--- config.mk ---
export PLATFORM = sky130hd
export DESIGN_NAME = sample_ram
export DESIGN_NICKNAME = d
export VERILOG_FILES = /design/src/common/fastica_pkg.sv /design/src/hw/sample_ram.sv
export SDC_FILE = /design/constraint.sdc
export NUM_CORES = 1
export LEC_CHECK = 0
export BUFFER_PORTS_ARGS = -buffer_cell sky130_fd_sc_hd__buf_2
export CAP_MARGIN = 30
export CORE_MARGIN = 5
export CORE_UTILIZATION = 44
export CTS_CLUSTER_SIZE = 20
export DETAILED_ROUTE_END_ITERATION = 8
export PLACE_DENSITY = 0.68
export SETUP_SLACK_MARGIN = 0.4
export SYNTH_ARGS = -nofsm -noshare
export SYNTH_HDL_FRONTEND = slang
export SYNTH_SLANG_ARGS = --single-unit
--- constraint.sdc ---
create_clock -name clk_fastica -period 4 [get_ports clk_fastica]
set_input_delay 0.6 -clock clk_fastica [delete_from_list [all_inputs] [get_ports clk_fastica]]
set_output_delay 0.6 -clock clk_fastica [all_outputs]
set_load 0.01 [all_outputs]
--- src/common/fastica_pkg.sv ---
package fastica_pkg;

    // fixed-point format, Q2.14
    localparam int FRAC_BITS = 14;

    localparam int N_SAMPLES = 16;
    localparam int LOG2_N = 4;
    localparam int MAX_ITER = 8;
    localparam int ORTH_STEPS = 3;

    typedef logic signed [15:0] fix_t;
    typedef logic signed [39:0] acc_t;
    typedef logic [LOG2_N-1:0] addr_t;
    typedef logic [3:0] iter_t;

    localparam fix_t FIX_ONE = 16'sh4000;
    localparam acc_t FIX_MAX = 40'sd32767;
    localparam acc_t FIX_MIN = -40'sd32768;
    // about 0.001 in Q2.14
    localparam fix_t CONV_EPS = 16'sd16;

    typedef struct packed {
        fix_t ch1;
        fix_t ch0;
    } sample_t;

    typedef struct packed {
        fix_t c1;
        fix_t c0;
    } weight_row_t;

    typedef struct packed {
        weight_row_t row1;
        weight_row_t row0;
    } weight_mat_t;

    typedef enum logic [2:0] {
        idle,
        orthogonalize,
        snapshot,
        update,
        converge_test,
        project
    } phase_t;

    // clamp a wide value back into Q2.14 range
    function automatic fix_t sat_fix(input acc_t v);
        if (v > FIX_MAX) begin
            return 16'sh7fff;
        end
        if (v < FIX_MIN) begin
            return 16'sh8000;
        end
        return fix_t'(v);
    endfunction

    // product kept at Q14 scale, not saturated
    function automatic acc_t qmul(input fix_t a, input fix_t b);
        return (acc_t'(a) * acc_t'(b)) >>> FRAC_BITS;
    endfunction

    function automatic acc_t dot2(input fix_t a0, input fix_t a1, input fix_t b0, input fix_t b1);
        return qmul(a0, b0) + qmul(a1, b1);
    endfunction

endpackage

--- src/hw/sample_ram.sv ---
module sample_ram (
    input  logic                 clk_fastica,
    input  logic                 wr,
    input  logic                 busy,
    input  fastica_pkg::addr_t   wr_addr,
    input  fastica_pkg::sample_t wr_data,
    input  fastica_pkg::addr_t   addr_a,
    input  fastica_pkg::addr_t   addr_b,
    output fastica_pkg::sample_t data_a,
    output fastica_pkg::sample_t data_b
);

    fastica_pkg::sample_t mem [fastica_pkg::N_SAMPLES];

    always_ff @(posedge clk_fastica) begin
        // host loads are dropped while a run is in progress
        if (wr && !busy) begin
            mem[wr_addr] <= wr_data;
        end
        data_a <= mem[addr_a];
        data_b <= mem[addr_b];
    end

endmodule

Word-level counts from Yosys, hierarchy flattened
Memories as Yosys holds them, arrays and structs flattened. A register that Yosys moved wholly into a read port is not among the register bits.
Index checks and enable logic that the tools add are counted.

cells by class
  $add $sub $neg = 0
  multiply operators = 0
  div/mod/pow operators = 0
  magnitude comparators = 0
  eq/ne operators = 0
  shift-type cells = 0
  muxes and demuxes = 2
  bitwise logic cells = 0
  reduce and logical (&&, ||, !) cells = 2

operators by type and width
  kind               count
  2-to-1 mux 1 bit   2
  logical AND 1 bit  1
  zero test 1 bit    1

word-level totals
  flip-flop bits (word level) = 0
  bits in latches = 0
  bits in writable memories = 512
  bits in read-only memories = 0
  word-level logic and storage cells = 5
  memories = 1

memories
  memory  depth  width  read ports  clocked after Yosys merged registers in  wr ports  RTL line          source
  mem     16     32     2           2                                        1         sample_ram.sv:13  fastica_pkg::sample_t mem [fastica_pkg::N_SAMPLES];

Depth between registers and ports, before layout
  depth in word-level cells = 4
  gate-level depth with buffers = 5
  depth with buffers taken out = 3

Worst setup path after synthesis
OpenSTA, ideal clock, no wires.

  path kind = input port to flip-flop
  start = in wr_addr[2]
  end = mem mem[0][0] (netlist bit) (enable)
  setup time = 461 ps
  data arrival time = 3178 ps
  path slack = 360 ps
  stages on the path = 3
  buffers on the path = 0
  cells stage by stage = nor3b_1 -> nand2b_1 -> nor3_1

RTL lines
  what         RTL line          source
  from (decl)  sample_ram.sv:5   input fastica_pkg::addr_t wr_addr,
  to (decl)    sample_ram.sv:13

No word-level cell before the write port.

Final worst setup path
  start = in wr_addr[2]
  end = mem mem[11][6] (netlist bit) (enable)

No word-level cell before the write port.

==> impl_metrics.env <==
export IMPL_antenna_found_initial=5
export IMPL_grtUsageMet3=0.0388
export IMPL_drc=0
export IMPL_cts_resized=0
export IMPL_synth_nets=1189
export IMPL_clock_latency_ns=0.60
export IMPL_wl_per_cell_um=29.9
export IMPL_core_mm2=0.0548
export IMPL_fin_crit_sh=0.500
export IMPL_vias_per_cell=6.27
export IMPL_clock_fmax_mhz=500
export IMPL_path_class="in -> reg"
export IMPL_start_kind="input port"
export IMPL_pin_count=111
export IMPL_hold_viol=0
export IMPL_clkSinkCount=576
export IMPL_synth_edff_count=512
export IMPL_min_from="wr_data[3]"
export IMPL_yosys_warnings=0
export IMPL_post_route_util=0.505
export IMPL_report_final_slew_viol_count=0
export IMPL_r2r_start="mem[11][19]"
export IMPL_power_total_mw=12.7
export IMPL_crit_arrival_ns=2.29
export IMPL_synth_top_area_cell="edfxtp_1"
export IMPL_synth_most_common_cell="edfxtp_1"
export IMPL_synth_flop_cell="edfxtp_1"
export IMPL_holdPathStages=1
export IMPL_drive_gt1_frac=0.389
export IMPL_io_buffers=110
export IMPL_crit_start="wr_addr[2]"
export IMPL_async_reset_ff_frac=0
export IMPL_worstRegToRegCells=3
export IMPL_drt_initial_drc_count=1345
export IMPL_design_area_mm2=0.0277
export IMPL_peakVddDrop_mv=0.298
export IMPL_synthTopCellsByArea="edfxtp_1 63%, mux4_2 24%, dfxtp_1 5.3%"
export IMPL_grt_use_total=0.204
export IMPL_yosysSeqAreaShare=0.688
export IMPL_clk_pin_slew_ns=0.06
export IMPL_worst_endpoint_required_ns=4.29
export IMPL_slowest_delay_ns=0.69
export IMPL_power_density_mw_per_mm2=461
export IMPL_worstMarginPinSlew_ns=0.889
export IMPL_grt_setup_unrepaired="no"
export IMPL_use_met2=0.329
export IMPL_dr_total_vias=12700
export IMPL_grt_busiest_layer="met2"
export IMPL_start_util=0.442
export IMPL_cts_buffers=57
export IMPL_dpl_instance_area_mm2=0.0259
export IMPL_synth_cells=1142
export IMPL_relSlewSlack=0.406
export IMPL_gr_total_overflow=0
export IMPL_fin_cells=2022
export IMPL_yosysTopAreaCellShare=0.635
export IMPL_post_cts_buffers=0
export IMPL_dp_cells=1915
export IMPL_rrSetupSlack_ns=2.57
export IMPL_crit_chain="buf_2 > nor3b_1 > nand2_1 > nor2_4 > buf_12"
export IMPL_grtUsageMet1=0.290
export IMPL_die_h_um=245
export IMPL_cp_num_buf_inv=2
export IMPL_netlist_top_cells_count="512 x edfxtp_1, 256 x mux4_2, 128 x a22oi_1"
export IMPL_cpMaxStageDelayCell="nor2_4"
export IMPL_synthesis_area_mm2=0.0242
export IMPL_endpoint_kind="flop"
export IMPL_critPathMaxFanout=18
export IMPL_min_period_ns=2.00
export IMPL_r2r_end="data_b[19]"
export IMPL_ys_types=18
export IMPL_fp_dieW_um=245
export IMPL_ant_nets=0
export IMPL_run_status="completed"
export IMPL_routed_wl_mm=60.4
export IMPL_synth_area_per_cell_um2=21.2
export IMPL_post_dp_hpwl_mm=32.8
export IMPL_place_gp_congestion=0.733
export IMPL_min_path_type="in -> reg"
export IMPL_cts_tree="built"
export IMPL_cts_hold_buf=0
export IMPL_die_area_mm2=0.0598
export IMPL_path_delay_family="simple AND/OR/NAND/NOR gates"
export IMPL_finalSetupViolCount=0
export IMPL_hold_end="mem[5][3]"
export IMPL_skew_ns=0.0148
export IMPL_drt_pass1_iter_count=5
export IMPL_nets=1317
export IMPL_maxCapViolations=0
export IMPL_grt_pass1_vias=13300
export IMPL_grt_max_degree=63
export IMPL_synth_seq_cells=576
export IMPL_tns_ns=0
export IMPL_htreeDepth=2
export IMPL_area_growth_pct=14.2
export IMPL_clockBufferDepth=3
export IMPL_clockRootBuffer="clkbuf_16"
export IMPL_p_leak_nw=8.97
export IMPL_grt_pass1_wl_mm=89.4
export IMPL_row_count=86
[power breakdown]
part / switching [mW] / internal (mW)
Clock: 2.15 / 2.92
Combinational: 0.524 / 0.412
Sequential: 0.0619 / 6.68
[worst max path at each step]
| stage | end | slack, ns | cells after the start |
|---|---|---|---|
| 3_5_place_dp | mem[11][6] | 1.38 | 5 |
| 4_1_cts | mem[11][5] | 2.02 | 5 |
| 3_3_place_gp | data_b[24] | 1.42 | 5 |
| 6_report | mem[11][6] | 2.00 | 5 |
| 5_1_grt | data_b[23] | 1.94 | 5 |
| 2_1_floorplan | mem[4][0] | 0.47 | 2 |
[per-layer routing]
layer / wire, um / share of wire / vias up
li1: - / - / 5219
met1: 24600 / 0.41 / 6816
met2: 29400 / 0.49 / 549
met3: 4960 / 0.082 / 94
met4: 1440 / 0.024 / 4
met5: 21 / 0.00035 / -
[cell usage in the layout (no fill, tap or decap), types with 2 or more instances in the layout]
cell type	netlist	routed
clkbuf_8	0	8
nand2_1	66	66
clkbuf_1	40	21
clkinv_1	0	6
buf_2	11	106
buf_4	20	36
bufinv_16	0	3
nor3_4	0	2
nor2_4	0	14
nor3_2	0	2
buf_12	0	11
clkinv_2	0	10
nand2b_1	3	3
a22oi_1	128	128
diode_2	0	3
edfxtp_1	512	512
dfxtp_1	64	64
clkbuf_16	0	57
nor2b_4	0	4
mux4_2	256	256
and2_2	0	2
[through the flow]
stage               hold slack (ns)  worst slack, ns
floorplan                     0.655            0.470
global placement              0.672             1.42
detailed placement            0.679             1.38
CTS                           0.337             2.02
global route                  0.361             1.94
finish                        0.374             2.00
[cell families after synthesis]
kind of cell,synth area share
AO/OA/AOI/OAI,0.0397
buffers and inverters,0.0176
flip-flops,0.688
multiplexers,0.238
AND/OR/NAND/NOR,0.0167
[registers in the layout, indices dropped and copies added (netlist names)]
| register | flops |
|---|---|
| data_a | 32 |
| data_b | 32 |
| mem | 512 |
[layout make-up]
class,instances,area [um^2]
diodes,3,7.51
clock buffers,84,1590
clock inverters,20,170
fillers,4246,27100
multi-input cells,480,7300
flip-flops and latches,576,16700
well taps,704,881
repair buffers,155,1050
(Power assumes the default switching activity.)
