### src/common/fastica_pkg.sv
package fastica_pkg;

    // fixed-point format, Q2.14
    localparam int FRAC_BITS = 14;

    localparam int N_SAMPLES = 16;
    localparam int LOG2_N = 4;
    localparam int MAX_ITER = 8;
    localparam int ORTH_STEPS = 3;

    typedef logic signed [15:0] fix_t;
    typedef logic signed [39:0] acc_t;
    typedef logic [LOG2_N-1:0] addr_t;
    typedef logic [3:0] iter_t;

    localparam fix_t FIX_ONE = 16'sh4000;
    localparam acc_t FIX_MAX = 40'sd32767;
    localparam acc_t FIX_MIN = -40'sd32768;
    // about 0.001 in Q2.14
    localparam fix_t CONV_EPS = 16'sd16;

    typedef struct packed {
        fix_t ch1;
        fix_t ch0;
    } sample_t;

    typedef struct packed {
        fix_t c1;
        fix_t c0;
    } weight_row_t;

    typedef struct packed {
        weight_row_t row1;
        weight_row_t row0;
    } weight_mat_t;

    typedef enum logic [2:0] {
        idle,
        orthogonalize,
        snapshot,
        update,
        converge_test,
        project
    } phase_t;

    // clamp a wide value back into Q2.14 range
    function automatic fix_t sat_fix(input acc_t v);
        if (v > FIX_MAX) begin
            return 16'sh7fff;
        end
        if (v < FIX_MIN) begin
            return 16'sh8000;
        end
        return fix_t'(v);
    endfunction

    // product kept at Q14 scale, not saturated
    function automatic acc_t qmul(input fix_t a, input fix_t b);
        return (acc_t'(a) * acc_t'(b)) >>> FRAC_BITS;
    endfunction

    function automatic acc_t dot2(input fix_t a0, input fix_t a1, input fix_t b0, input fix_t b1);
        return qmul(a0, b0) + qmul(a1, b1);
    endfunction

endpackage

### src/hw/weight_bank.sv
module weight_bank (
    input  logic                     clk_fastica,
    input  logic                     go_fastica,
    input  logic                     w_init,
    input  logic                     go_snap,
    input  logic                     orth_valid,
    input  fastica_pkg::weight_mat_t w_orth,
    input  logic                     upd_valid,
    input  fastica_pkg::weight_mat_t w_upd,
    input  logic                     proj_en,
    input  fastica_pkg::sample_t     data_b,
    output fastica_pkg::weight_mat_t w,
    output fastica_pkg::weight_mat_t w_prev,
    output logic                     out_valid,
    output fastica_pkg::sample_t     out_sample
);

    always_ff @(posedge clk_fastica) begin
        if (w_init) begin
            w.row0 <= '{c1: '0, c0: fastica_pkg::FIX_ONE};
            w.row1 <= '{c1: fastica_pkg::FIX_ONE, c0: '0};
        end else if (orth_valid) begin
            w <= w_orth;
        end else if (upd_valid) begin
            w <= w_upd;
        end

        if (go_snap) begin
            w_prev <= w;
        end

        // separate with the orthonormal snapshot, the live W is unnormalised after update
        if (proj_en) begin
            out_sample.ch0 <= fastica_pkg::sat_fix(fastica_pkg::dot2(
                w_prev.row0.c0, w_prev.row0.c1, data_b.ch0, data_b.ch1));
            out_sample.ch1 <= fastica_pkg::sat_fix(fastica_pkg::dot2(
                w_prev.row1.c0, w_prev.row1.c1, data_b.ch0, data_b.ch1));
        end
    end

    always_ff @(posedge clk_fastica or negedge go_fastica) begin
        if (!go_fastica) begin
            out_valid <= 1'b0;
        end else begin
            out_valid <= proj_en;
        end
    end

endmodule

### config.mk
export PLATFORM = sky130hd
export DESIGN_NAME = weight_bank
export DESIGN_NICKNAME = d
export VERILOG_FILES = /design/src/common/fastica_pkg.sv /design/src/hw/weight_bank.sv
export SDC_FILE = /design/constraint.sdc
export NUM_CORES = 2
export LEC_CHECK = 0
export BUFFER_PORTS_ARGS = -buffer_cell sky130_fd_sc_hd__buf_2
export CAP_MARGIN = 5
export CORE_MARGIN = 2
export CORE_UTILIZATION = 45
export CTS_BUF_LIST = sky130_fd_sc_hd__clkbuf_4
export CTS_CLUSTER_SIZE = 20
export DETAILED_ROUTE_END_ITERATION = 10
export PLACE_DENSITY_LB_ADDON = 0.12
export SLEW_MARGIN = 0
export SYNTH_ARGS = -nofsm -noshare
export SYNTH_HDL_FRONTEND = slang
export SYNTH_SLANG_ARGS = --single-unit
### constraint.sdc
create_clock -name clk_fastica -period 8.5 [get_ports clk_fastica]
set_input_delay 0.425 -clock clk_fastica [delete_from_list [all_inputs] [get_ports clk_fastica]]
set_output_delay 0.425 -clock clk_fastica [all_outputs]
set_load 0.005 [all_outputs]
== Word-level counts from Yosys, hierarchy flattened ==
Cells that the tools add are included.
Cells by class
  $add $sub $neg: 2
  multiply operators: 4
  magnitude comparators: 4
  mux-type cells: 20
  reductions and logical operators: 1
Operators by type and width (count)
  16-bit by 16-bit multiplier with 32-bit output: 4
  16-bit 2-to-1 mux: 8
  64-bit 2-to-1 mux: 2
  18-bit by 18-bit adder with 19-bit output: 2
  19-bit by 16-bit greater-than comparator with 1-bit output, second input constant: 2
  19-bit by 16-bit less-than comparator with 1-bit output, second input constant: 2
  1-bit 2-to-1 mux: 10
  2-bit nonzero test: 1
Word-level totals
  register bits: 161
  bits of input ports: 167
  output and inout bits: 161
  logic and storage cells: 42

== Depth between registers and ports, before layout ==
  depth after elaboration: 9
  mapped depth: 35
  depth with buffers taken out: 32

== Worst setup path after synthesis ==
OpenSTA, ideal clock, no wires.
  path kind: register to register
  from: register w_prev[15] in the netlist's numbering
  to: register out_sample[10] in the netlist's numbering (data pin)
  library setup time: 0.254 ns
  data arrival time: 8.058 ns
  data required time: 8.246 ns
  setup slack: 0.188 ns
  cell stages (with the launch flop): 31
  buffers on the path: 3
  period minus slack after synthesis: 8.312 ns
  cells stage by stage: edfxtp_1 > clkbuf_1 > nand2_1 > inv_1 > fa_1 > fa_1 > fa_1 > fa_1 > fa_1 > inv_1 > fa_1 > inv_1 > ha_1 > a2111o_1 > a21oi_1 > o21bai_1 > a211o_1 > a21oi_1 > xnor2_1 > ha_1 > a21o_1 > a31oi_1 > o21bai_1 > a22o_1 > or4_4 > a31oi_4 > o21ai_2 > or3_1 > buf_2 > buf_6 > a21o_1
On the way
  longest elaborated chain between the ends: 8
  elaborated cells between the ends (all ways): 12
  classes of those cells: add/sub: 1; mul: 1; order compare: 2; mux: 8
Ends and longest elaborated chain
  from (decl): RTL line weight_bank.sv:13  | output fastica_pkg::weight_mat_t w_prev,
  from (signal assigned): RTL line weight_bank.sv:29  | w_prev <= w;
  16-bit by 16-bit multiplier with 32-bit output *: RTL line fastica_pkg.sv:59  | return (acc_t'(a) * acc_t'(b)) >>> FRAC_BITS;
  18-bit by 18-bit adder with 19-bit output *: RTL line fastica_pkg.sv:63  | return qmul(a0, b0) + qmul(a1, b1);
  19-bit by 16-bit less-than comparator with 1-bit output: RTL line fastica_pkg.sv:51  | if (v < FIX_MIN) begin
  1-bit 2-to-1 mux (2 in series): RTL line fastica_pkg.sv:51
  1-bit 2-to-1 mux: RTL line weight_bank.sv:33  | if (proj_en) begin
  16-bit 2-to-1 mux: RTL line fastica_pkg.sv:54  | return fix_t'(v);
  16-bit 2-to-1 mux *: RTL line fastica_pkg.sv:51
  to (decl): RTL line weight_bank.sv:15  | output fastica_pkg::sample_t out_sample
Mark *: on every way between the ends. The rest lies on a longest branch, timed or not. The select of a mux whose other input is x is not followed.
A chain may end at the register's enable or synchronous reset.

== Worst setup path in the final report ==
  from: register w_prev[7] in the netlist's numbering
  to: register out_sample[8] in the netlist's numbering (data pin)
The elaborated chain is that of the path after synthesis.

==> reports/metrics.csv <==
metric,value,unit
regArea,0.004189,mm²
fin_area,0.05338,mm²
synth-async-reset-ratio,0.6211,%
final_layout_size_suffix_gt1_share,15.85,%
synth.yosys.seq_area_share,9.243,%
ys_ff_latch,161,
multi_input_area,0.03639,mm²
dp_cells,6594,
r2r-start,w_prev[7],
fillCellCount,9285,
rows,116,
dieArea,0.1033,mm²
cpMostUsedCell,fa_1,
antenna_left,0,
syn_area,0.04532,mm²
start_util,45.32,%
max_slew_margin,31.65,%
path_clk_slew,0.17,ns
max_stage_delay,0.57,ns
syn_to_final_growth,17.79,%
slew_violations,0,
drt_iter0_drc,1753,
worst-path-max-fanout,7,
start_kind,flip-flop,
grt_setup_unrepaired,true,
gr-total-overflow,0,
hold_viol,0,
hold_class,input pin to flip-flop,
die_h,321.4,µm
io_buffer_count,327,
syn_nets,6384,
hold_start,w_upd[16],
max_freq,119.4,MHz
cp.required,9.04,ns
critPathLaunch,w_prev[7],
grt_max_degree,65,
min_period,8.376,ns
grt_pass1_wl,198.5,mm
synth_ff_type,edfxtp_1,
avgRoutedWirePerCell,18.15,µm
maxCapViolations,0,
cts_max_level,4,
grt_pass1_vias,36420,
vias_per_cell,4.945,
dp_hpwl,103.3,mm
status,completed,
path_class,flip-flop to flip-flop,
endpoint_kind,flip-flop,
numCtsBuffers,17,
clock-sinks,161,
yosys_warnings,0,
worst_pin_slew,1.025,ns
globalplace.congestion,0.8756,
crit_slowest_cell,edfxtp_1,
die_x,321.4,µm
antenna_found_initial,8,
layoutNonFillerInstCount,6836,
skew,0.07871,ns
synth_cell_type_count,63,
dr.pass1.iters,6,
fin_crit_sh,98.54,%
whs,0.1289,ns
synth_cells,4819,
dr_total_vias,33800,
setup_tns,0,ns
core_area,0.1000,mm²
nets,7086,
arrival,8.91,ns
wirelength,124.1,mm
cts_root_buf,clkbuf_4,
placed_area,0.05062,mm²
worstSkewPairLatency,0.81,ns
avgSynthCellArea,9.405,µm²
pin_count,328,
cts.path.max_buffers,2,
synth_edf_count,96,
tritoncts,yes,
grt_use_total,24.94,%
setup_viol,0,
drcViolationCount,0,
[worst max-delay path, delay by kind of cell (launching register included)]
family,cells,cell delay (ns)
AOI/OAI and AO/OA,13,2.50
buffers and inverters,7,0.69
DFF,1,0.57
adders and majority gates,8,3.60
and+or+nand+nor,2,0.66
xor gates and xnor gates,2,0.15
[cells in the mapped netlist, types with 3 or more instances]
library cell | count | area [µm²]
o211ai_1 | 5 | 37.54
and3_1 | 11 | 68.82
clkbuf_1 | 179 | 671.9
ha_1 | 352 | 4404
nor2b_1 | 7 | 43.79
a2111oi_0 | 6 | 52.55
edfxtp_1 | 96 | 2883
nor2_1 | 231 | 867.1
mux2i_1 | 65 | 650.6
nand4_1 | 11 | 68.82
o21a_1 | 25 | 187.7
nand3_1 | 20 | 100.1
nand2_1 | 489 | 1836
or3_1 | 3 | 18.77
nor3_1 | 26 | 130.1
buf_1 | 11 | 41.29
o21ai_0 | 45 | 225.2
nand2b_1 | 31 | 193.9
a211o_1 | 5 | 43.79
inv_1 | 1184 | 4444
a311oi_1 | 5 | 43.79
a21oi_1 | 125 | 625.6
nor3b_1 | 3 | 22.52
a31oi_1 | 10 | 62.56
a211oi_1 | 9 | 67.56
and4_1 | 3 | 26.28
fa_1 | 1046 | 20940
o21bai_1 | 14 | 105.1
or2_2 | 3 | 18.77
xor2_1 | 27 | 236.5
and2_1 | 488 | 3053
a21o_1 | 68 | 510.5
xnor2_1 | 107 | 937.2
a31o_2 | 3 | 26.28
o31ai_1 | 7 | 52.55
dfxtp_1 | 64 | 1281
[metrics by stage]
step	utilization [%]	setup WS, ns
after global placement	50.62	-0.1594
final	53.38	0.1241
after detailed placement	50.62	-0.2755
after floorplan	-	0.1880
after CTS	52.37	0.005530
after global routing	53.38	-0.1934
[state kept, by name, summed over array words and instances (netlist names)]
register,cells
out_sample,32
out_valid,1
w,64
w_prev,64
[cells by family (layout without fill, tap and decap cells)]
family	after synthesis	after routing	synth area share [%]
flip-flops	161	161	9.243
multiplexers	67	67	1.485
buffers and inverters	1377	2090	11.43
AO/OA/AOI/OAI	352	354	5.036
XOR/XNOR	134	134	2.590
AND/OR/NAND/NOR	1330	1330	14.30
adder cells (fa/ha/maj)	1398	1398	55.92
other	0	4	0
[layout by cell type (no fill, tap or decap), types with 19 or more instances in the layout]
cell type	instances
nor2_1	229
nand3_1	19
mux2i_1	65
buf_4	377
edfxtp_1	96
nand2_1	487
o21ai_0	37
xnor2_1	103
dfxtp_1	64
dlygate4sd3_1	129
ha_1	342
a21o_1	68
buf_6	21
o21a_1	24
a21oi_1	116
xor2_1	27
nor3_1	23
nand2b_1	31
fa_1	1034
and2_1	481
buf_2	326
inv_1	1178
[layer usage]
metal	routed length, µm	track usage (%)
met1	53980	33.38
met2	61770	42.94
met3	5261	3.325
met4	3050	6.002
met5	13	0
[cell type report]
| type | instances | share of cell area [%] |
|---|---|---|
| Clock buffer | 17 | 0.2391 |
| Timing Repair Buffer | 874 | 11.97 |
| Inverter | 1184 | 8.325 |
| Clock inverter | 15 | 0.3820 |
| Multi-Input combinational cell | 3283 | 68.18 |
| Tap cell | 1298 | 3.042 |
| Sequential cell | 161 | 7.847 |
| Antenna cell | 4 | 0.01875 |
[repair_timing]
action / CTS / global route
gates cloned: 0 / 4
setup buffers: 11 / 63
endpoints found under the setup margin: 30 / 31
hold endpoints to repair: 76 / 0
hold buffers: 129 / 0
resized for setup: 10 / 120
pin swaps: 1 / 39
[path summary, 6_finish.rpt]
kind	slack [ns]	endpoint	cells past startpoint
min in group asynchronous	0.44	out_valid	3
min	0.13	w[16]	5
max in group asynchronous	7.97	out_valid	3
max reg2reg	0.12	out_sample[8]	32
min reg2reg	0.48	w_prev[60]	0
max	0.12	out_sample[8]	32
Power is left out: the tool's default activity adds up to more than one toggle a clock period on the data nets, which glitch-free logic cannot reach.
