--- src/common/fastica_pkg.sv ---
package fastica_pkg;

    // fixed-point format, Q2.14
    localparam int FRAC_BITS = 14;

    localparam int N_SAMPLES = 16;
    localparam int LOG2_N = 4;
    localparam int MAX_ITER = 8;
    localparam int ORTH_STEPS = 3;

    typedef logic signed [15:0] fix_t;
    typedef logic signed [39:0] acc_t;
    typedef logic [LOG2_N-1:0] addr_t;
    typedef logic [3:0] iter_t;

    localparam fix_t FIX_ONE = 16'sh4000;
    localparam acc_t FIX_MAX = 40'sd32767;
    localparam acc_t FIX_MIN = -40'sd32768;
    // about 0.001 in Q2.14
    localparam fix_t CONV_EPS = 16'sd16;

    typedef struct packed {
        fix_t ch1;
        fix_t ch0;
    } sample_t;

    typedef struct packed {
        fix_t c1;
        fix_t c0;
    } weight_row_t;

    typedef struct packed {
        weight_row_t row1;
        weight_row_t row0;
    } weight_mat_t;

    typedef enum logic [2:0] {
        idle,
        orthogonalize,
        snapshot,
        update,
        converge_test,
        project
    } phase_t;

    // clamp a wide value back into Q2.14 range
    function automatic fix_t sat_fix(input acc_t v);
        if (v > FIX_MAX) begin
            return 16'sh7fff;
        end
        if (v < FIX_MIN) begin
            return 16'sh8000;
        end
        return fix_t'(v);
    endfunction

    // product kept at Q14 scale, not saturated
    function automatic acc_t qmul(input fix_t a, input fix_t b);
        return (acc_t'(a) * acc_t'(b)) >>> FRAC_BITS;
    endfunction

    function automatic acc_t dot2(input fix_t a0, input fix_t a1, input fix_t b0, input fix_t b1);
        return qmul(a0, b0) + qmul(a1, b1);
    endfunction

endpackage

--- src/hw/fastica_controller.sv ---
module fastica_controller (
    input  logic                clk_fastica,
    input  logic                go_fastica,
    input  logic                start,
    input  logic                symm_busy,
    input  logic                fast_busy,
    input  logic                error_busy,
    input  logic                both_conv,
    output logic                busy,
    output logic                done,
    output logic                go_symm,
    output logic                go_snap,
    output logic                go_fast,
    output logic                go_error,
    output logic                w_init,
    output fastica_pkg::addr_t  proj_addr,
    output logic                proj_en,
    output fastica_pkg::iter_t  iter_count,
    output logic                converged
);

    fastica_pkg::phase_t phase;
    // runs to N_SAMPLES+1 in project
    logic [fastica_pkg::LOG2_N:0] proj_cnt;

    assign busy = (phase != fastica_pkg::idle);
    assign proj_addr = proj_cnt[fastica_pkg::LOG2_N-1:0];

    always_ff @(posedge clk_fastica or negedge go_fastica) begin
        if (!go_fastica) begin
            phase <= fastica_pkg::idle;
            go_symm <= 1'b0;
            go_snap <= 1'b0;
            go_fast <= 1'b0;
            go_error <= 1'b0;
            w_init <= 1'b0;
            done <= 1'b0;
            proj_en <= 1'b0;
            proj_cnt <= '0;
            iter_count <= '0;
            converged <= 1'b0;
        end else begin
            // every go is a single-cycle pulse
            go_symm <= 1'b0;
            go_snap <= 1'b0;
            go_fast <= 1'b0;
            go_error <= 1'b0;
            w_init <= 1'b0;
            done <= 1'b0;
            // lines up with data_b, one cycle behind the address
            proj_en <= (phase == fastica_pkg::project) && (proj_cnt < fastica_pkg::N_SAMPLES);

            case (phase)
                fastica_pkg::idle: begin
                    if (start) begin
                        phase <= fastica_pkg::orthogonalize;
                        go_symm <= 1'b1;
                        w_init <= 1'b1;
                        iter_count <= '0;
                        converged <= 1'b0;
                    end
                end
                fastica_pkg::orthogonalize: begin
                    // busy is only meaningful once the go cycle is over
                    if (!go_symm && !symm_busy) begin
                        phase <= fastica_pkg::snapshot;
                        go_snap <= 1'b1;
                    end
                end
                fastica_pkg::snapshot: begin
                    phase <= fastica_pkg::update;
                    go_fast <= 1'b1;
                end
                fastica_pkg::update: begin
                    if (!go_fast && !fast_busy) begin
                        phase <= fastica_pkg::converge_test;
                        go_error <= 1'b1;
                    end
                end
                fastica_pkg::converge_test: begin
                    if (!go_error && !error_busy) begin
                        iter_count <= iter_count + 1'b1;
                        if (both_conv || iter_count == fastica_pkg::iter_t'(fastica_pkg::MAX_ITER - 1)) begin
                            phase <= fastica_pkg::project;
                            converged <= both_conv;
                            proj_cnt <= '0;
                        end else begin
                            phase <= fastica_pkg::orthogonalize;
                            go_symm <= 1'b1;
                        end
                    end
                end
                fastica_pkg::project: begin
                    proj_cnt <= proj_cnt + 1'b1;
                    // last output leaves weight_bank this cycle
                    if (proj_cnt == fastica_pkg::N_SAMPLES + 1) begin
                        phase <= fastica_pkg::idle;
                        done <= 1'b1;
                    end
                end
                default: begin
                    phase <= fastica_pkg::idle;
                end
            endcase
        end
    end

endmodule

--- config.mk ---
export PLATFORM = sky130hd
export DESIGN_NAME = fastica_controller
export DESIGN_NICKNAME = d
export VERILOG_FILES = /design/src/common/fastica_pkg.sv /design/src/hw/fastica_controller.sv
export SDC_FILE = /design/constraint.sdc
export NUM_CORES = 1
export LEC_CHECK = 0
export BUFFER_PORTS_ARGS = -buffer_cell sky130_fd_sc_hd__buf_2
export CAP_MARGIN = 10
export CORE_UTILIZATION = 55
export CTS_BUF_LIST = sky130_fd_sc_hd__clkbuf_8
export CTS_CLUSTER_SIZE = 24
export DETAILED_ROUTE_END_ITERATION = 6
export GPL_TIMING_DRIVEN = 0
export HOLD_SLACK_MARGIN = 0.1
export PLACE_DENSITY_LB_ADDON = 0.05
export RECOVER_POWER = 25
export SETUP_SLACK_MARGIN = 0.4
export SLEW_MARGIN = 20
export SYNTH_ARGS = -nofsm -noshare
export SYNTH_HDL_FRONTEND = slang
export SYNTH_SLANG_ARGS = --single-unit
--- constraint.sdc ---
create_clock -name clk_fastica -period 1.95 [get_ports clk_fastica]
set_clock_uncertainty 0.05 [all_clocks]
set_input_delay 0.0975 -clock clk_fastica [delete_from_list [all_inputs] [get_ports clk_fastica]]
set_output_delay 0.0975 -clock clk_fastica [all_outputs]
set_load 0.01 [all_outputs]
## Word level (Yosys, flattened, before mapping)

Cells that the tools add are included.
Widths: inputs -> output; s select.

| operators by class | value |
|---|---|
| add/subtract/negate cells | 2 |
| order comparisons | 1 |
| eq/ne operators | 13 |
| mux-type cells | 29 |
| reductions and logical operators | 19 |

Operators by type and width:

| kind | count |
|---|---|
| $mux 3 | 6 |
| $pmux 3 s6 | 1 |
| $mux 1 | 14 |
| $mux 5 | 2 |
| $ne 2x2->1 const B | 5 |
| $pmux 5 s2 | 1 |
| $mux 4 | 2 |
| $pmux 4 s2 | 1 |
| $eq 3x2->1 const B | 2 |
| $eq 3x3->1 const B | 2 |
| $logic_not 1->1 | 6 |
| $reduce_and 3->1 | 2 |
| $add 5x1->5 const B | 1 |
| $eq 5x5->1 const B | 1 |
| $lt 5x5->1 const B | 1 |
| $reduce_and 5->1 | 1 |
| $add 4x1->4 const B | 1 |
| $eq 4x3->1 const B | 1 |
| $logic_and 1x1->1 | 4 |
| $pmux 1 s2 | 2 |
| $reduce_and 4->1 | 1 |
| $reduce_bool 2->1 | 2 |
| $eq 3x1->1 const B | 1 |
| $logic_not 3->1 | 1 |
| 3 further kinds | 3 |

| word-level totals | value |
|---|---|
| bits in registers | 20 |
| input port bits | 7 |
| output and inout port bits | 17 |

## Logic depth before layout (Yosys ltp)

| logic depth | value |
|---|---|
| depth in word-level cells | 5 |
| gate-level depth with buffers | 5 |

## Worst setup path before layout

No wires, ideal clock.

| timing | value |
|---|---|
| kind | register to register |
| start point | register iter_count[0] |
| end point | register proj_cnt[0] (netlist name) |
| setup time | 0.124 ns |
| arrival | 1.267 ns |
| required time | 1.776 ns |
| slack | 0.509 ns |
| stages on the path, launching flop included | 6 |
| path through | dfrtp_1 > ha_1 > nand2_1 > o21bai_1 > a21oi_1 > o31a_1 |

| between the ends | value |
|---|---|
| cells in the longest elaborated chain, start to end | 4 |

RTL lines:

| item | line | text |
|---|---|---|
| start, declared | fastica_controller.sv:18 | `output fastica_pkg::iter_t iter_count,` |
| start signal, assigned | fastica_controller.sv:82 | `iter_count <= iter_count + 1'b1;` |
| $eq 4x3->1 | fastica_controller.sv:83 | `if (both_conv \|\| iter_count == fastica_pkg::iter_t'(fastica_pkg::MAX_ITER - 1)) begin` |
| $logic_or 1x1->1 | fastica_controller.sv:83 |  |
| $ne 2x2->1 (no source line) | n/a |  |
| $reduce_and 3->1 (no source line) | n/a |  |
| end signal, assigned | fastica_controller.sv:94 | `proj_cnt <= proj_cnt + 1'b1;` |
| end, declared | fastica_controller.sv:24 | `logic [fastica_pkg::LOG2_N:0] proj_cnt;` |

No other way between the ends.
A chain may end at the register's enable or synchronous reset.

## Final worst setup path

| timing | value |
|---|---|
| start point | register phase[0] |
| end point | output busy |

| between the ends | value |
|---|---|
| cells in the longest elaborated chain, start to end | 1 |

RTL lines:

| item | line | text |
|---|---|---|
| start, declared | fastica_controller.sv:22 | `fastica_pkg::phase_t phase;` |
| start signal, assigned | fastica_controller.sv:31 | `phase <= fastica_pkg::idle;` |
| start signal, assigned | fastica_controller.sv:56 | `phase <= fastica_pkg::orthogonalize;` |
| start signal, assigned | fastica_controller.sv:66 | `phase <= fastica_pkg::snapshot;` |
| $reduce_bool 3->1 | fastica_controller.sv:26 | `assign busy = (phase != fastica_pkg::idle);` |
| end, declared | fastica_controller.sv:9 | `output logic busy,` |

No other way between the ends.

==> reports/metrics.cfg <==
[critical_path]
r2r_cells = 4
r2r_end = phase[2]
worstPathRequired_ps = 1800
critPathLaunchType = flip-flop
crit_fanout = 7
crit_path_end_kind = primary output
critical_path_class = reg -> out
r2r_start = phase[0]
crit_arrival_ps = 1420
worst-r2r-setup-slack_ps = 420

[global_route]
grt_max_degree = 21
antenna_found_initial = 0
grt_pass1_vias = 757
grt_usage_pct = 23.95
grt_pass1_wl_um = 3553
grt-ovfl-total = 0

[timing]
max_freq_mhz = 638.4
tightest_slew_ps = 1041
slew_headroom_pct = 30.63
period_needed_ps = 1566
grt_setup_unrepaired = yes
drv_slew = 0
setup_viol = 0
setup_tns_ps = 0
period_share_pct = 80.32
hold_viol_final = 0

[floorplan]
ios = 24
die-area_um2 = 2128
initial_utilization_pct = 60.07
core-area_um2 = 1783
die_h_um = 46.13
row_count = 15
die_w_um = 46.13

[placed_design]
portBuffers = 23
gp_congestion = 0.8350
dpl.hpwl_um = 1609
place_area_um2 = 1217
dpl.cell_count = 157

[detailed_routing]
wl_per_cell_um = 14.96
viasPerCell = 5.509
route.vias.total = 942
route.detailed.drc = 0
firstDrtPassIters = 4
drt_iter0_drc = 23
routed_wirelength_um = 2559
drtAntennaViolNets = 0

[outcome]
status = complete, no violations

[power_and_ir_drop]
p_per_area_nw_per_um2 = 1594
power_mw = 2.277
vdd_ir_drop_max_v = 0.001091
p_leak_nw = 0.7109

[cts]
cts_root_buffer = clkbuf_8
cts_tree = done
clk_pin_slew_ps = 70
numCtsBuffers = 3
cts.sinks = 20
clk_path_buf_depth = 2
h-tree-depth = 1
clk_latency_ps = 260

[logic_synthesis]
syn-num-nets = 119
synthArstFlopShare_pct = 100.0
synth_largest_area_cell = dfrtp_1
synthTopCellsByArea = dfrtp_1, nor2_1, buf_4
synth_ff_type = dfrtp_1
yosysSeqAreaShare_pct = 46.73
syn_area_um2 = 1071
synth_seq_cells = 20
yosys_warnings = 0
yosysUniqueCellTypes = 39
synth-edff-count = 0
syn-mean-instance-area_um2 = 9.826
syn_inst = 109
synth.top_cell.area_share_pct = 46.73

[layout]
stdcell_count = 171
area_delta_synth_final_pct = 33.41
n_antenna_cell = 0
nets = 157
layout-drive-gt1-share_pct = 38.36
design_area_um2 = 1429

[min_path]
hold_start = start
min_path_type = in -> reg
whs_path_depth = 2
hold_end = w_init

[run]
drv_cap = 0

## per-layer routing
layer  GRT usage, %  share of wire (%)  vias to the layer above
met4          7.059                2.1                        0
met5              0                  0                        -
met1          35.25                 45                      450
met2          36.34                 48                       29
met3          3.529                4.5                        6
li1               -                  -                      457
## logic make-up after synthesis
family,synth area share (%)
and+or+nand+nor,21.26
AOI/OAI and AO/OA,19.28
DFF,46.73
buffers and inverters,6.775
xor gates and xnor gates,2.454
adders and majority gates,3.505
## cells in the final DEF (no fill, tap or decap), drive strengths merged, types with 2 or more instances in the layout
cell type / count
nand2b: 2
nor2: 12
nand3: 6
xor2: 3
ha: 3
nand2: 9
dlygate4sd3: 2
a21o: 4
o21bai: 2
buf: 38
nor4: 2
nor2b: 2
inv: 4
clkbuf: 5
o21ai: 8
a21oi: 5
dfrtp: 20
## Yosys cell counts (2+ instances only)
cell type	instances
buf_4	5
inv_1	4
o21ai_0	6
nand2b_1	2
a21o_1	4
ha_1	3
nand3_1	6
nand2_1	9
a21oi_1	5
dfrtp_1	20
nor2_1	12
o21ai_1	2
nor2b_1	2
xor2_1	3
o21bai_1	2
## how the worst max path moves through the flow
| stage | slack (ps) | startpoint | cells after the start | end |
|---|---|---|---|---|
| global route | 360 | phase[0] | 3 | converged |
| detailed placement | 340 | iter_count[0] | 5 | proj_cnt[0] |
| CTS | 370 | phase[2] | 4 | busy |
| global placement | 360 | iter_count[0] | 5 | proj_cnt[0] |
| floorplan | 510 | iter_count[0] | 5 | proj_cnt[0] |
| finish | 380 | phase[0] | 3 | busy |
## what timing repair did
action | in CTS | in global routing
setup buffers | 2 | 5
endpoints found under the setup margin | 8 | 8
pin swaps | 0 | 4
cloned | 0 | 1
resized for setup | 10 | 12
hold buffers | 2 | 0
hold endpoints to repair | 21 | 0
## sequential cells by signal, indices dropped and copies added (netlist names)
register / count
iter_count: 4
done: 1
go_fast: 1
w_init: 1
go_symm: 1
go_snap: 1
converged: 1
phase: 3
proj_cnt: 5
proj_en: 1
go_error: 1
## stage by stage
step	hold slack [ps]	utilization [%]	setup slack, ps
global placement	8.413	68.28	355.8
detailed placement	13.77	68.28	337.8
global route	124.9	80.14	355.7
CTS	122.2	75.44	374.0
finish	120.7	80.14	383.7
floorplan	-248.1	-	509.5
## critical path, stage by stage, from the launching register on
cell	delay, ps
dfrtp_2	500
buf_6	170
or3_1	340
buf_2	150
## report_power, final
group	internal, mW	leakage [nW]	switching [mW]
Sequential	0.552	0.250	0.171
Clock	0.180	0.0288	0.133
Combinational	0.629	0.433	0.613
## final cells by class
cell class	instances	area, µm²
inverter	4	15.01
fill	115	354.1
buffer	8	78.83
clock buffer	4	55.05
timing repair buffer	33	191.4
multi-input combinational	77	554.3
tap	25	31.28
sequential	20	503.0
Note: power is estimated with default switching activity, not from simulation.
