--- config.mk ---
export PLATFORM = sky130hd
export DESIGN_NAME = converge_check
export DESIGN_NICKNAME = d
export VERILOG_FILES = /design/src/common/fastica_pkg.sv /design/src/hw/converge_check.sv
export SDC_FILE = /design/constraint.sdc
export NUM_CORES = 2
export LEC_CHECK = 0
export ABC_AREA = 1
export BUFFER_PORTS_ARGS = -buffer_cell sky130_fd_sc_hd__buf_2
export CELL_PAD_IN_SITES_DETAIL_PLACEMENT = 1
export CELL_PAD_IN_SITES_GLOBAL_PLACEMENT = 2
export CORE_MARGIN = 2
export CORE_UTILIZATION = 30
export DETAILED_ROUTE_END_ITERATION = 7
export GPL_TIMING_DRIVEN = 1
export PLACE_DENSITY_LB_ADDON = 0.3
export SLEW_MARGIN = 10
export SYNTH_ARGS = -nofsm -noshare
export SYNTH_HDL_FRONTEND = slang
export SYNTH_SLANG_ARGS = --single-unit
--- constraint.sdc ---
create_clock -name clk_fastica -period 5.3 [get_ports clk_fastica]
set_input_delay 1.06 -clock clk_fastica [delete_from_list [all_inputs] [get_ports clk_fastica]]
set_output_delay 1.06 -clock clk_fastica [all_outputs]
set_load 0.05 [all_outputs]
--- src/common/fastica_pkg.sv ---
package fastica_pkg;

    // fixed-point format, Q2.14
    localparam int FRAC_BITS = 14;

    localparam int N_SAMPLES = 16;
    localparam int LOG2_N = 4;
    localparam int MAX_ITER = 8;
    localparam int ORTH_STEPS = 3;

    typedef logic signed [15:0] fix_t;
    typedef logic signed [39:0] acc_t;
    typedef logic [LOG2_N-1:0] addr_t;
    typedef logic [3:0] iter_t;

    localparam fix_t FIX_ONE = 16'sh4000;
    localparam acc_t FIX_MAX = 40'sd32767;
    localparam acc_t FIX_MIN = -40'sd32768;
    // about 0.001 in Q2.14
    localparam fix_t CONV_EPS = 16'sd16;

    typedef struct packed {
        fix_t ch1;
        fix_t ch0;
    } sample_t;

    typedef struct packed {
        fix_t c1;
        fix_t c0;
    } weight_row_t;

    typedef struct packed {
        weight_row_t row1;
        weight_row_t row0;
    } weight_mat_t;

    typedef enum logic [2:0] {
        idle,
        orthogonalize,
        snapshot,
        update,
        converge_test,
        project
    } phase_t;

    // clamp a wide value back into Q2.14 range
    function automatic fix_t sat_fix(input acc_t v);
        if (v > FIX_MAX) begin
            return 16'sh7fff;
        end
        if (v < FIX_MIN) begin
            return 16'sh8000;
        end
        return fix_t'(v);
    endfunction

    // product kept at Q14 scale, not saturated
    function automatic acc_t qmul(input fix_t a, input fix_t b);
        return (acc_t'(a) * acc_t'(b)) >>> FRAC_BITS;
    endfunction

    function automatic acc_t dot2(input fix_t a0, input fix_t a1, input fix_t b0, input fix_t b1);
        return qmul(a0, b0) + qmul(a1, b1);
    endfunction

endpackage

--- src/hw/converge_check.sv ---
module converge_check (
    input  logic                     clk_fastica,
    input  logic                     go_fastica,
    input  logic                     go_error,
    input  fastica_pkg::weight_mat_t w_new,
    input  fastica_pkg::weight_mat_t w_old,
    output logic                     error_busy,
    output logic                     both_conv
);

    logic second;
    fastica_pkg::acc_t dot0;
    fastica_pkg::acc_t dot1;

    // a row has settled once |new . old| reaches 1 - eps
    function automatic logic row_ok(input fastica_pkg::acc_t d);
        fastica_pkg::acc_t mag;
        mag = (d < 0) ? -d : d;
        return mag >= (fastica_pkg::acc_t'(fastica_pkg::FIX_ONE)
                       - fastica_pkg::acc_t'(fastica_pkg::CONV_EPS));
    endfunction

    always_ff @(posedge clk_fastica or negedge go_fastica) begin
        if (!go_fastica) begin
            error_busy <= 1'b0;
            second <= 1'b0;
            both_conv <= 1'b0;
        end else if (go_error) begin
            error_busy <= 1'b1;
            second <= 1'b0;
        end else if (error_busy) begin
            second <= 1'b1;
            if (second) begin
                error_busy <= 1'b0;
                both_conv <= row_ok(dot0) && row_ok(dot1);
            end
        end
    end

    always_ff @(posedge clk_fastica) begin
        if (error_busy && !second) begin
            dot0 <= fastica_pkg::dot2(w_new.row0.c0, w_new.row0.c1, w_old.row0.c0, w_old.row0.c1);
            dot1 <= fastica_pkg::dot2(w_new.row1.c0, w_new.row1.c1, w_old.row1.c0, w_old.row1.c1);
        end
    end

endmodule

After elaboration in Yosys (flattened, before gate mapping)
Index checks and enable logic that the tools add are counted.

operators by class
  $add $sub $neg = 4
  multipliers = 4
  div/mod/pow operators = 0
  order comparisons = 4
  eq/ne operators = 0
  shift-type cells = 0
  multiplexer cells = 7
  bitwise gates (word level) = 1
  reduce and logical (&&, ||, !) cells = 5

operators by type and width
  kind                    count
  $mul A16 B16 Y32        4
  $ge A40 B15 Y1 const B  2
  $lt A40 B1 Y1 const B   2
  $mux W40                2
  $neg A40 Y40            2
  $add A18 B18 Y19        2
  $mux W1                 5
  $reduce_and A3 Y1       1
  $logic_and A1 B1 Y1     2
  $reduce_bool A2 Y1      1
  $logic_not A1 Y1        1
  $not A1 Y1              1

word-level totals
  flip-flop bits (word level) = 83
  bits in latches = 0
  bits in writable memories = 0
  memory bits (read-only) = 0
  bits of input ports = 131
  output and inout port bits = 2
  word-level logic and storage cells = 30
  memories = 0

Logic depth before layout (Yosys ltp)
  word-level depth = 4
  mapped depth = 38

Worst setup path before layout
OpenSTA, ideal clock, no wires.

  path type = in2reg
  start = in w_old[18] (netlist bit)
  end = reg dot0[38] (data pin)
  setup time = 0.262 ns
  arrival time = 7.414 ns
  setup slack = -2.376 ns
  stages on the path = 28
  buffers on the path = 2
  cell sequence = clkbuf_1 -> clkbuf_1 -> nand2_1 -> fa_1 -> fa_1 -> fa_1 -> inv_1 -> fa_1 -> fa_1 -> inv_1 -> fa_1 -> inv_1 -> ha_1 -> a21oi_1 -> inv_1 -> a31oi_1 -> o21ai_0 -> a21o_1 -> xor2_1 -> ha_1 -> inv_1 -> fa_1 -> o21ai_1 -> a21oi_1 -> o21ai_0 -> nand3_1 -> a21oi_1 -> o22ai_1

on the way
  longest elaborated chain between the ends = 2

ends and longest elaborated chain
  what                  line                  text
  start, declared       converge_check.sv:6   input fastica_pkg::weight_mat_t w_old,
  $mul A16 B16 Y32      fastica_pkg.sv:59     return (acc_t'(a) * acc_t'(b)) >>> FRAC_BITS;
  $add A18 B18 Y19      fastica_pkg.sv:63     return qmul(a0, b0) + qmul(a1, b1);
  end signal, assigned  converge_check.sv:42  dot0 <= fastica_pkg::dot2(w_new.row0.c0, w_new.row0.c1, w_old.row0.c0, w_old.row0.c1);
  end, declared         converge_check.sv:12  fastica_pkg::acc_t dot0;

Every way passes these cells.
A chain may end at the register's enable or synchronous reset.

Worst setup path in the final report
  start = in w_old[15] (netlist bit)
  end = reg dot0[14] (data pin)

Same word-level chain as after synthesis.

==> results by stage <==
Floorplanning:
- For this design the top-level I/O count stands at 133.
- The placement row count is 141.
- The initial core utilization is 0.302.
- The height of the die is 390 µm.
- Measured along the x axis, the die boundary spans 390 µm.
- The floorplan step defined a core boundary enclosing 148,000 µm².
- The floorplan step defined a die boundary enclosing 152,000 µm².

Place:
- Before CTS, the worst setup slack after placement is -2.58 ns.
- Once placement finished, the instance area stood at 54,500 µm².
- The weighted congestion reported at the end of routability-driven placement is 0.849.
- The estimated wirelength of the detail-placed design is 124 mm.
- During placement, the flow inserted port buffers numbering 132.

Critical path:
- The launching point of the worst reg2reg path is dot1[0].
- The register-to-register setup slack is 2.98 ns.
- The most numerous cell on the critical path is sky130_fd_sc_hd__buf_4.
- The worst setup path is of the in2reg kind.
- Together, buffers and inverters on the worst path number 11.
- The terminus of the critical flop-to-flop path is both_conv.
- The worst setup path is launched from an input pin.
- The most critical setup path has its startpoint at w_old[15].
- The largest single stage delay on the critical path is 0.60 ns.
- The kind of cell adding the most delay to the critical path is adder cells.
- The critical path data required time is 5.35 ns.
- The nature of the critical path endpoint is a register.
- The arrival time reported for the critical path endpoint is 7.32 ns.
- The termination of the worst setup path is dot0[14].
- Counting buffers and inverters, the worst setup path is 33 cells deep.
- The cell at the slowest stage of the critical path is sky130_fd_sc_hd__fa_2.
- The worst register-to-register path has a depth of 11.
- Along the worst path, the maximum fanout reaches 4.

Layout:
- The final layout net count is 8,194.
- The number of fill cells in the layout is 17,700.
- After routing the design area is 60,000 µm².
- From synthesis to final layout, the design area changed by 34.4%.
- The final antenna diode count is 0.
- Once layout is complete, the utilization of the core stands at 0.406.
- The share of layout cells above drive strength 1 is 0.281.

STA:
- The final max-slew violation count is 0.
- The achievable frequency is 138 MHz.
- Setup repair after global routing could not meet its margin everywhere.
- The worst clock skew on the final layout is 0.0168 ns.
- The total count of hold-check failures in the final report is 0.
- For the pin with the worst max-slew slack, the measured transition is 0.658 ns.
- The final number of setup-violating endpoints is 38.
- Dividing the final minimum period by the clock period gives 1.37.
- The final critical path time including I/O delays and setup is 7.27 ns.
- The worst max-slew margin expressed relative to the limit is 0.557.
- The worst setup margin is -1.97 ns.

Global routing:
- For this run, global-route usage on met3 was measured as 0.00518.
- The met1 track demand over resource in global routing is 0.249.
- For this run, global-route usage on met2 was measured as 0.352.
- The initial antenna violation count is 0.
- The first global-routing pass estimated 230 mm of wire.
- In this run the most used layer during global routing was met2.
- After global routing the overflow that remains totals 0.
- Entering global routing, the biggest net connects 39 pins.
- The number of global-route vias before repair is 43,400.
- Across every metal layer, demand over resource in global routing totals 0.188.

Synthesis:
- The most used flip-flop cell after synthesis is sky130_fd_sc_hd__edfxtp_1.
- The number of synthesized flops with an enable pin is 38.
- Synthesis produced 5,794 cells.
- Counting every net in the synthesized netlist gives 7,325.
- The share of synthesized area occupied by flip-flops and latches is 0.0272.
- The netlist uses 49 different library cells.
- Counting flops with an async set or reset pin after synthesis yields a share of 0.0732.
- The mean area per synthesized cell is 7.71 µm².
- In this run the cell area of the synthesized design comes to 44,700 µm².
- The synthesized flop and latch total is 41.
- The total number of yosys warnings is 0.

CTS:
- For this design, the CTS-stage hold fixing added 0 buffers.
- The maximum root-to-sink buffer count is 2.
- The number of clock buffers added by TritonCTS is 5.
- After clock tree synthesis, the clock-pin slew on the worst setup and hold paths is 0.08 ns.
- TritonCTS built the clock tree.
- The H-tree was split into 2 levels.
- The number of sinks on the clock net is 41.
- The clock latency reported for the late side of the worst-skew pair is 0.31 ns.
- The root buffer cell is sky130_fd_sc_hd__clkbuf_16.

Detailed routing:
- The post-detailed-route wirelength per cell is 16.4 µm.
- The detailed-route wire length is 141 mm.
- Using the TritonRoute via totals, the vias-per-cell ratio works out to 4.40.
- The detail route stage leaves a number of antenna-violating nets equal to 0.
- The number of detailed-route iterations in the first pass is 5.
- After the first detailed-routing iteration, the DRC count stood at 1,038.
- After detailed routing, the number of remaining DRC violations is 0.
- The overall via count from detail_route is 37,800.

Outcome:
- The run finished, with violations left.
- The checks that failed: negative setup slack.

Worst hold path:
- The class of the worst hold path is reg2reg.
- The number of cells on the worst hold path is 2.

Flow run:
- The number of maximum-capacitance constraint violations is 0.
[routing by layer]
| metal | vias up | wire length [µm] |
|---|---|---|
| li1 | 18200 | - |
| met1 | 19300 | 63200 |
| met2 | 247 | 75200 |
| met3 | 70 | 1410 |
| met4 | 0 | 1350 |
| met5 | - | 0 |
[worst register-to-register path, cell delays in order (launching register included)]
cell	delay, ns
sky130_fd_sc_hd__edfxtp_1	0.42
sky130_fd_sc_hd__nor3_1	0.47
sky130_fd_sc_hd__nand2_1	0.11
sky130_fd_sc_hd__nand2_1	0.33
sky130_fd_sc_hd__nand2_1	0.09
sky130_fd_sc_hd__nand2_1	0.08
sky130_fd_sc_hd__nand2_1	0.05
sky130_fd_sc_hd__nor2_1	0.14
sky130_fd_sc_hd__nand4_1	0.14
sky130_fd_sc_hd__nand2_1	0.25
sky130_fd_sc_hd__nand3_1	0.13
sky130_fd_sc_hd__nand2_1	0.08
[how the worst min path moves through the flow]
stage,start,to
2_1_floorplan,second,second
3_3_place_gp,both_conv,both_conv
3_5_place_dp,both_conv,both_conv
4_1_cts,both_conv,both_conv
5_1_grt,go_fastica,both_conv
6_report,both_conv,both_conv
[final cells by class]
cell class	instances	area, µm²	area share
Clock buffer	5	125	0.00209
Timing Repair Buffer	1088	9260	0.154
Multi-Input combinational cell	3707	40100	0.668
Inverter	1820	6870	0.114
Sequential cell	41	1220	0.0203
Clock inverter	3	41.3	0.000688
Tap cell	1930	2410	0.0403
[logic make-up (layout without fill, tap and decap cells)]
logic type                 after synthesis  after routing  share of synthesized area
xor gates and xnor gates               124            124                     0.0243
adders and majority gates             1400           1400                      0.568
AOI/OAI and AO/OA                      379            379                     0.0484
DFF                                     41             41                     0.0272
and+or+nand+nor                       1804           1804                      0.160
buffers and inverters                 2046           2916                      0.172
[Yosys cell counts, drive strengths merged (3+ instances only)]
cell type     n  area [µm²]
a211oi        3        22.5
a21boi        8        60.1
a21o         24         180
a21oi       176         888
a31oi        17         106
buf           6        26.3
clkbuf      220         833
dfrtp         3        75.1
edfxtp       38        1140
fa         1046       20900
ha          354        4430
inv        1820        6830
nand2      1382        5190
nand3       101         505
nand3b        4        30.0
nand4        23         144
nor2        221         830
nor3         34         186
nor4         10        62.6
o211ai        6        45.0
o21a          5        37.5
o21ai       109         561
o21bai       12        93.8
o221ai        4        35.0
o311ai        3        26.3
or2          24         150
xnor2        52         455
xor2         72         631
[what timing repair did]
item | in CTS | in global routing
setup endpoints to repair | 38 | 38
resized for setup | 642 | 423
gates cloned | 3 | 1
endpoints found under the hold margin | 0 | 0
setup buffers | 74 | 56
pin swaps | 238 | 262
[stage by stage]
step                hold WS (ns)  cells  setup TNS (ns)
floorplan                  0.510   5794          -54.48
global placement           0.465   8462          -82.89
detailed placement         0.478   8462          -85.68
CTS                        0.503   8542          -61.52
global route               0.528   8594          -70.34
finish                     0.496   8594          -61.11
[cells in the final DEF (no fill, tap or decap), drive strengths merged, types with 4 or more instances in the layout]
| master | netlist | layout |
|---|---|---|
| o21ai | 109 | 109 |
| nand2 | 1382 | 1382 |
| nor2 | 221 | 221 |
| o21bai | 12 | 12 |
| nor3 | 34 | 34 |
| clkinvlp | 0 | 5 |
| fa | 1046 | 1046 |
| o21a | 5 | 5 |
| nand3 | 101 | 101 |
| o211ai | 6 | 6 |
| o221ai | 4 | 4 |
| nand3b | 4 | 4 |
| buf | 6 | 1079 |
| clkbuf | 220 | 12 |
| inv | 1820 | 1816 |
| xor2 | 72 | 72 |
| a21boi | 8 | 8 |
| edfxtp | 38 | 38 |
| a21oi | 176 | 176 |
| a21o | 24 | 24 |
| xnor2 | 52 | 52 |
| ha | 354 | 354 |
| or2 | 24 | 24 |
| a31oi | 17 | 17 |
| nand4 | 23 | 23 |
| nor4 | 10 | 10 |
[sequential cells by signal (all words and copies together), names as in the netlist]
name / cells
dot0: 19
both_conv: 1
second: 1
dot1: 19
error_busy: 1
Power is not shown: default switching activity piles up to over one toggle a cycle in this logic, so the estimate is an artifact.
